===== config.mk =====
export PLATFORM = sky130hd
export DESIGN_NAME = lane_xor_top
export DESIGN_NICKNAME = d
export VERILOG_FILES = /design/src/source/stream_pkg.sv /design/src/source/lane_ops_pkg.sv /design/src/source/lane_pipeline.sv /design/src/source/lane_xor_top.sv /design/src/source/tap_delay_line.sv /design/src/source/xor_combiner.sv
export SDC_FILE = /design/constraint.sdc
export NUM_CORES = 1
export LEC_CHECK = 0
export ABC_AREA = 1
export BUFFER_PORTS_ARGS = -buffer_cell sky130_fd_sc_hd__buf_2
export CAP_MARGIN = 20
export CORE_UTILIZATION = 45
export DETAILED_ROUTE_END_ITERATION = 12
export GPL_ROUTABILITY_DRIVEN = 1
export PLACE_DENSITY = 0.64
export SKIP_CTS_REPAIR_TIMING = 1
export SLEW_MARGIN = 40
export SYNTH_ARGS = -nofsm -noshare
export SYNTH_HDL_FRONTEND = slang
export SYNTH_SLANG_ARGS = --single-unit

===== constraint.sdc =====
create_clock -name clk -period 34.6 [get_ports clk]
set_input_delay 6.92 -clock clk [delete_from_list [all_inputs] [get_ports clk]]
set_output_delay 6.92 -clock clk [all_outputs]
set_load 0.01 [all_outputs]

===== src/source/stream_pkg.sv =====
////////////////////////////////////////////////////////////////////////////
// stream_pkg
// Word and bus types for the multi-lane scrambler data path.
// One word enters per clock; lane buses carry one word per lane.
////////////////////////////////////////////////////////////////////////////

`default_nettype none

package stream_pkg;

	parameter int unsigned WORD_WIDTH = 32;
	parameter int unsigned MAX_LANES = 16; // upper bound for LANES

	typedef logic [WORD_WIDTH-1:0] word_t;

	// one word per lane, entry k belongs to lane k
	typedef struct packed {
		word_t [MAX_LANES-1:0] lane;
	} lane_bus_t;

	// even parity sits in the top bit
	typedef struct packed {
		logic parity;
		logic [WORD_WIDTH-2:0] payload;
	} parity_word_t;

	typedef union packed {
		word_t raw;
		parity_word_t field;
	} word_view_u;

endpackage

`default_nettype wire


===== src/source/lane_ops_pkg.sv =====
////////////////////////////////////////////////////////////////////////////
// lane_ops_pkg
// Per-lane scrambling rules: keyed add/subtract, left rotate and
// even-parity fill, plus the full three-step lane transform.
////////////////////////////////////////////////////////////////////////////

`default_nettype none

package lane_ops_pkg;

	import stream_pkg::*;

	parameter word_t LANE_KEY_BASE = 32'h0000_1001;
	parameter word_t LANE_KEY_STEP = 32'h0000_0100;
	parameter int unsigned ROT_STEP = 3;

	function automatic word_t lane_key(input int unsigned lane);
		return word_t'(LANE_KEY_BASE + lane * LANE_KEY_STEP);
	endfunction

	function automatic int unsigned lane_rotate(input int unsigned lane);
		return (lane * ROT_STEP + 1) % WORD_WIDTH;
	endfunction

	// odd lanes subtract
	function automatic logic lane_is_sub(input int unsigned lane);
		return lane[0];
	endfunction

	// wraps modulo 2**WORD_WIDTH
	function automatic word_t apply_key(input int unsigned lane, input word_t w);
		return lane_is_sub(lane) ? w - lane_key(lane) : w + lane_key(lane);
	endfunction

	function automatic word_t rotate_left(input word_t w, input int unsigned amt);
		int unsigned sh;
		sh = amt % WORD_WIDTH;
		return (w << sh) | (w >> (WORD_WIDTH - sh)); // sh == 0 leaves w
	endfunction

	function automatic word_t parity_fill(input word_t w);
		word_view_u v;
		v.raw = w;
		v.field.parity = ^v.field.payload; // whole word ends up even
		return v.raw;
	endfunction

	function automatic word_t lane_transform(input int unsigned lane, input word_t w);
		return parity_fill(rotate_left(apply_key(lane, w), lane_rotate(lane)));
	endfunction

endpackage

`default_nettype wire


===== src/source/lane_pipeline.sv =====
////////////////////////////////////////////////////////////////////////////
// lane_pipeline
// Three registered stages for one lane: add or subtract the lane key,
// rotate left by the lane amount, then fill in the even-parity bit.
////////////////////////////////////////////////////////////////////////////

`timescale 1ns/1ps
`default_nettype none

module lane_pipeline #(
	parameter int unsigned LANE_INDEX = 0
) (
	input wire logic clk,
	input wire logic rst,
	input wire stream_pkg::word_t lane_in,
	output stream_pkg::word_t lane_out
);

	import stream_pkg::*;
	import lane_ops_pkg::*;

	localparam int unsigned ROT_AMT = lane_rotate(LANE_INDEX);

	if (LANE_INDEX >= MAX_LANES) begin : g_bad_index
		$fatal(1, "lane_pipeline: LANE_INDEX %0d out of range", LANE_INDEX);
	end

	word_t key_q; // stage 1
	word_t rot_q; // stage 2
	word_view_u par_q; // stage 3, parity in field.parity

	// stage 1 keyed add or subtract
	always_ff @(posedge clk or posedge rst) begin
		if (rst) begin
			key_q <= '0;
		end else begin
			key_q <= apply_key(LANE_INDEX, lane_in);
		end
	end

	// stage 2 fixed rotate, pure wiring
	always_ff @(posedge clk or posedge rst) begin
		if (rst) begin
			rot_q <= '0;
		end else begin
			rot_q <= rotate_left(key_q, ROT_AMT);
		end
	end

	// stage 3
	// top bit replaced by the XOR of the 31 payload bits
	always_ff @(posedge clk or posedge rst) begin
		if (rst) begin
			par_q.raw <= '0;
		end else begin
			par_q.raw <= parity_fill(rot_q);
		end
	end

	assign lane_out = par_q.raw;

endmodule

`default_nettype wire


===== src/source/lane_xor_top.sv =====
////////////////////////////////////////////////////////////////////////////
// lane_xor_top
// Multi-lane word scrambler. Delay line feeds LANES lane pipelines,
// whose results are XOR-combined into out. Latency is 5 + k per lane.
////////////////////////////////////////////////////////////////////////////

`timescale 1ns/1ps
`default_nettype none

module lane_xor_top #(
	parameter int unsigned LANES = 4
) (
	input wire logic clk,
	input wire logic rst,
	input wire stream_pkg::word_t in,
	output stream_pkg::word_t out
);

	import stream_pkg::*;

	if (LANES < 1 || LANES > MAX_LANES) begin : g_bad_lanes
		$fatal(1, "lane_xor_top: LANES %0d out of range", LANES);
	end

	lane_bus_t taps;
	wire lane_bus_t results; // filled per lane below

	tap_delay_line #(.LANES(LANES)) u_taps (
		.clk (clk),
		.rst (rst),
		.in  (in),
		.taps(taps)
	);

	for (genvar k = 0; k < MAX_LANES; k++) begin : g_lane
		if (k < LANES) begin : g_used
			lane_pipeline #(.LANE_INDEX(k)) u_lane (
				.clk     (clk),
				.rst     (rst),
				.lane_in (taps.lane[k]),
				.lane_out(results.lane[k])
			);
		end else begin : g_unused
			assign results.lane[k] = '0; // tie off
		end
	end

	xor_combiner #(.LANES(LANES)) u_comb (
		.clk  (clk),
		.rst  (rst),
		.lanes(results),
		.out  (out)
	);

endmodule

`default_nettype wire


===== src/source/tap_delay_line.sv =====
////////////////////////////////////////////////////////////////////////////
// tap_delay_line
// History of the most recent LANES input words. The history is
// registered once more onto the tap bus, so lane k gets the word
// from k cycles before lane 0's word.
////////////////////////////////////////////////////////////////////////////

`timescale 1ns/1ps
`default_nettype none

module tap_delay_line #(
	parameter int unsigned LANES = 4
) (
	input wire logic clk,
	input wire logic rst,
	input wire stream_pkg::word_t in,
	output stream_pkg::lane_bus_t taps
);

	import stream_pkg::*;

	word_t [LANES-1:0] hist_q; // hist_q[k] is the word from k edges back
	lane_bus_t tap_next;

	always_ff @(posedge clk or posedge rst) begin
		if (rst) begin
			hist_q <= '0;
		end else begin
			hist_q[0] <= in;
			for (int unsigned k = 1; k < LANES; k++) begin
				hist_q[k] <= hist_q[k-1];
			end
		end
	end

	// lanes beyond LANES stay zero
	always_comb begin
		tap_next = '0;
		for (int unsigned k = 0; k < LANES; k++) begin
			tap_next.lane[k] = hist_q[k];
		end
	end

	always_ff @(posedge clk or posedge rst) begin
		if (rst) begin
			taps <= '0;
		end else begin
			taps <= tap_next;
		end
	end

endmodule

`default_nettype wire


===== src/source/xor_combiner.sv =====
////////////////////////////////////////////////////////////////////////////
// xor_combiner
// XOR fold of the first LANES lane results, registered to the output.
////////////////////////////////////////////////////////////////////////////

`timescale 1ns/1ps
`default_nettype none

module xor_combiner #(
	parameter int unsigned LANES = 4
) (
	input wire logic clk,
	input wire logic rst,
	input wire stream_pkg::lane_bus_t lanes,
	output stream_pkg::word_t out
);

	import stream_pkg::*;

	word_t fold;

	always_comb begin
		fold = '0;
		for (int unsigned k = 0; k < MAX_LANES; k++) begin
			if (k < LANES) begin
				fold ^= lanes.lane[k];
			end
		end
	end

	always_ff @(posedge clk or posedge rst) begin
		if (rst) begin
			out <= '0;
		end else begin
			out <= fold;
		end
	end

endmodule

`default_nettype wire


# Yosys cells after proc, flatten, opt, wreduce, memory -nomap -nowiden
# Cells that the tools add are included.
[word_totals]
reg_bits = 572
in_bits = 34
output_inout_bits = 32
elab_cells = 33
[op_classes]
add_sub_neg = 4
bitwise = 7
reduce_logical = 4
[ops]
columns = ["op", "count"]
rows = [
  ["$reduce_xor A31 Y1", 4],
  ["$xor A32 B32 Y32", 3],
  ["$add A32 B13 Y32 const B", 2],
  ["$sub A32 B13 Y32 const B", 2],
  ["$or A31 B1 Y31", 1],
  ["$or A31 B10 Y31", 1],
  ["$or A31 B4 Y31", 1],
  ["$or A31 B7 Y31", 1],
]

# Depth between registers and ports, before layout
[depth]
depth_word = 3
ltp_mapped = 13
ltp_nobuf = 13

# By module
# From an unflattened synthesis, not the netlist that was laid out.
[unflattened]
hier_cells = 2950
hier_area_um2 = 26376.5
[by_module_without_submodules]
columns = ["mod", "n_inst", "cells_each", "area_per_inst_um2"]
rows = [
  ["tap_delay_line", 1, 642, 7614.8],
  ["lane_pipeline (g_lane[1].g_used.u_lane)", 1, 472, 4082.7],
  ["lane_pipeline (g_lane[3].g_used.u_lane)", 1, 471, 4010.1],
  ["lane_pipeline (g_lane[0].g_used.u_lane)", 1, 441, 3950.0],
  ["lane_pipeline (g_lane[2].g_used.u_lane)", 1, 410, 3868.7],
  ["xor_combiner", 1, 513, 2846.5],
  ["lane_xor_top", 1, 1, 3.8],
]

# Worst setup path before layout
# No wires, ideal clock.
[synth_path]
kind = "flip-flop to output port"
from = "reg u_comb.out[0]"
to = "out out[0]"
arrival_time_ns = 0.376
t_required_ns = 27.680
setup_slack_ns = 27.304
stages_incl_launch_ff = 1
path_cell_list = "dfrtp_1"
[synth_rtl]
columns = ["item", "line_no", "text"]
rows = [
  ["from (decl)", "xor_combiner.sv:15", "output stream_pkg::word_t out"],
  ["from (signal assigned)", "xor_combiner.sv:35", "out <= fold;"],
  ["to (decl)", "lane_xor_top.sv:16", "output stream_pkg::word_t out"],
]
# No word-level cell between the ends.

==> run summary <==
The flow ran to the end, but the final reports show violations. The final reports fail on design-rule violations. The minimum clock period came out at 8770 ps. The relative contribution of sequential cells to total power is around 49%. The height of the die is ~220 um. Leaving out fill and tap cells, the most frequent cell in the layout is sky130_fd_sc_hd__nand2_1. The maximum vdd drop is 0.0386 mV. The number of buffer and inverter stages on the critical path is 6. Of the total power, the clock network draws between 40% and 50%. By area, the combinational part of the netlist is dominated by simple AND/OR/NAND/NOR gates.

Summing the areas of all xor and xnor instances in the mapped netlist gives 8.00% of the synthesized area. The filler-free cell count of the finished design is ~2900. The cell total after placement came out at 2764. The most used routing layer is met2. Headroom to the max-slew limit came out at between 50% and 60%. After clock tree synthesis, the clock-pin slew on the worst setup and hold paths is 60 ps. The worst-case setup slack after placement is 24700 ps. The top-level I/O count is 66. The number of instances in the synthesized netlist came out at around 2100. The number of max-slew violations in the final report was 0.

In the layout the commonest cells are 761 x sky130_fd_sc_hd__nand2_1, 568 x sky130_fd_sc_hd__dfrtp_1, 216 x sky130_fd_sc_hd__inv_1. The final worst-path setup slack came out at around 26000 ps. Summing the areas of all and, or, nand and nor instances in the mapped netlist gives about 20% of the synthesized area. The maximum clock frequency is 114 MHz. The share of synthesized area in the top cell type comes to 66.3%.

The mux share of post-synthesis cell area is 0%. The via count of the first global-routing pass came to 13600. The maximum fanout count along the critical path is 94.

For this block, the initial DRC count from the detailed router was 776. The number of nets in the layout came out at 2255. TritonCTS built the clock tree. The remaining design rule violation count is 4. The total power divided by cell area is 62.4 nW/um2. The first-pass GRT wire length came out at a little over 70000 um.

In this run the most critical hold path is launched from g_lane[1].g_used.u_lane.key_q[16]$_DFF_PP0_. The final setup violation count came out at 0. The floorplan die area is 48500 um2.

The initial core utilization is 45.9%. In this run the core area contains 79 standard-cell rows. The mean post-synth cell area is 10.3 um2. The number of nets handed over by synthesis was 2127.

The category of the worst setup path launch point is an input pin. Entering global routing, the biggest net connects about 140 pins. The region available for standard cell placement spans ~47000 um2. The clock insertion delay at the later pin of the skew report is 600 ps.

The startpoint of the lowest-slack register-to-register path is u_taps.hist_q[64]$_DFF_PP0_. The most numerous cell type found on the critical path is sky130_fd_sc_hd__buf_6. In this run, synthesis produced a sequential element count of 568. In the global route stage, met2 resource usage came out at 32.8%. The deepest level of the CTS H-tree is 2. The number of diodes came out at 0.

The measured slew at the worst slew-check pin is 719 ps. The clock net in this run drives a total of 568 sinks. The element type at the critical path end is an async pin. Summing every instance area after synthesis gives ~21000 um2. The share of synthesized area occupied by flip-flops and latches came out at between 60% and 70%. The most critical setup path has its startpoint at rst.

The number of different library cells in the post-synthesis netlist came out at 37. The number of buffers between clock root and the deepest sink came out at 3. The final routed wirelength across all metal layers is 43800 um. The net switching power figure came out at 0.000374 W. The portion of the clock cycle consumed by the worst path in the final layout is 25.3%. Of all cell types, the one taking the most synthesized area is sky130_fd_sc_hd__dfrtp_1. The number of routed nets with antenna violations is 0. The design area is 24700 um2. Buffers inserted during clock tree synthesis total 56. The share of post-route cells with drive strength above 1 is 10.6%. The HPWL after detailed placement is 33100 um.

The vias per cell is 4.61. Compared with the post-synthesis result, the final layout area differs by 14.9%. The initial antenna violation count came out at 0. On the critical path, the stage with the largest delay is an instance of sky130_fd_sc_hd__buf_6. The share of the synthesized area in compound gates (AO/OA/AOI/OAI) is 0.997%.

The via count came out at approximately 13000. The number of fill cells is between 4000 and 5000. The count of max-cap constraint violations came out at 0.

The count of TritonRoute iterations in the first routing pass is 11. The critical setup path kind is in -> async. Across every metal layer, demand over resource in global routing totals 19.3%. The routed length per instance came out at between 15 and 20 um.

The path class of the tightest hold or removal check is reg -> reg. The endpoint required time on the critical path is 35290 ps. The root buffer cell chosen for the clock tree is sky130_fd_sc_hd__clkbuf_16. The cell family with the largest share of critical-path delay is buffers and inverters. The width of the chip is approximately 220 um. The switching share of total power is 24.3%. The internal power of the cells totals 0.00116 W.

The number of hold violations in the final report is 0. For this run the aggregate overflow at the end of global routing stands at 0. The register-to-register setup slack is ~33000 ps. In the global route stage, met1 resource usage came out at roughly a quarter. The met3 capacity usage during global routing is between 3 and 4%. For this run, the number of Yosys warnings is 0.

Walking the worst path, the cells encountered are buf_2 > inv_12 > buf_16 > buf_6 > buf_6 > buf_6. The worst clock skew on the final layout is approximately 18 ps. The analysis attributes to cell leakage a power of 12.5 nW.

The combinational cell fraction of total power came out at 9.3%. For this run, the slowest stage of the critical path takes 630 ps. The number of buffer cells added on primary ports came out at 65. The area of placed instances came out at roughly 23000 um2.

The adder-cell share of the synthesized area is 0.233%. The arrival time at the worst endpoint is around 9500 ps. Setup repair after global routing left no endpoint under its margin.

Sorting the synthesized cells by area gives the leading types as sky130_fd_sc_hd__dfrtp_1 66%, sky130_fd_sc_hd__nand2_1 13%, sky130_fd_sc_hd__xor2_1 4.1%, sky130_fd_sc_hd__xnor2_1 3.9%, sky130_fd_sc_hd__inv_1 3.8%. In the final timing run, aggregate negative setup slack is 0 ps. The placer congestion estimate is 0.874.
power groups by stage:
stage	Clock [W]	Sequential (W)	Combinational, W
2_1_floorplan	0	0.000758	0.0000936
3_3_place_gp	0	0.000761	0.000139
3_5_place_dp	0	0.000763	0.000144
4_1_cts	0.000662	0.000751	0.000144
5_1_grt	0.000691	0.000757	0.000162
6_report	0.000644	0.000751	0.000143
area by class of cell:
cell class	instances	area [um2]	share of cell area, %
flip-flops and latches	568	14200	57.6
repair buffers	73	448	1.82
clock inverters	28	420	1.70
clock buffers	75	1580	6.42
inverters	240	913	3.70
well taps	607	759	3.08
multi-input cells	1278	6320	25.6
stage by stage:
stage,util [%],total power (W),hold WS [ps]
after floorplan,-,0.000852,331
after global placement,48.3,0.000900,331
after detailed placement,48.3,0.000907,335
after CTS,52.6,0.00156,342
after global routing,52.7,0.00161,348
final,52.7,0.00154,338
cell families (layout without fill, tap and decap cells):
kind of cell	count (synthesis)	in the layout
AND/OR/NAND/NOR	1051	1051
flip-flops	568	568
buffers and inverters	243	416
XOR/XNOR	196	196
AO/OA/AOI/OAI	27	27
adder cells (fa/ha/maj)	4	4
flip-flops by register name, summed over array words and instances, names as in the netlist:
signal                         cells
g_lane.g_used.u_lane.lane_out    128
u_taps.hist_q                    128
g_lane.g_used.u_lane.key_q       124
g_lane.g_used.u_lane.rot_q       124
u_comb.out                        32
u_taps.taps                       32
worst paths after layout:
path                       depth (start not counted)                                          end
min in group asynchronous                          2                   u_taps.hist_q[1]$_DFF_PP0_
max in group clk                                   1                                      out[10]
max reg2reg                                        9  g_lane[1].g_used.u_lane.key_q[22]$_DFF_PP0_
max                                                6                     u_comb.out[21]$_DFF_PP0_
min                                                0  g_lane[1].g_used.u_lane.rot_q[20]$_DFF_PP0_
min reg2reg                                        0  g_lane[1].g_used.u_lane.rot_q[20]$_DFF_PP0_
synthesized netlist by cell type, drive strengths merged:
master,instances
ha,4
o21bai,2
inv,239
nand2,773
a21oi,6
nor4,5
dfrtp,568
xnor2,95
nor3,33
a31oi,1
clkinv,1
or2,1
o21ai,16
a21boi,2
nor3b,1
xor2,101
nand3,77
nand3b,9
nor2,136
nand4,16
buf,3
worst reg2reg max path: stages, from the launching register on:
cell	delay [ps]
sky130_fd_sc_hd__dfrtp_1	410
sky130_fd_sc_hd__inv_1	120
sky130_fd_sc_hd__ha_1	200
sky130_fd_sc_hd__nand2_1	70
sky130_fd_sc_hd__nor2_2	160
sky130_fd_sc_hd__nand2_1	130
sky130_fd_sc_hd__nand3_1	100
sky130_fd_sc_hd__nand3_1	200
sky130_fd_sc_hd__nor2_2	280
sky130_fd_sc_hd__xor2_1	290
layer usage:
layer / vias to the layer above / routed length (um) / share of wire (%)
met4: 0 / 1660 / 3.8
met5: - / 0 / 0
met2: 211 / 21400 / 49
met3: 89 / 1560 / 3.6
met1: 6346 / 19200 / 44
li1: 6582 / - / -
(Power assumes the default switching activity.)
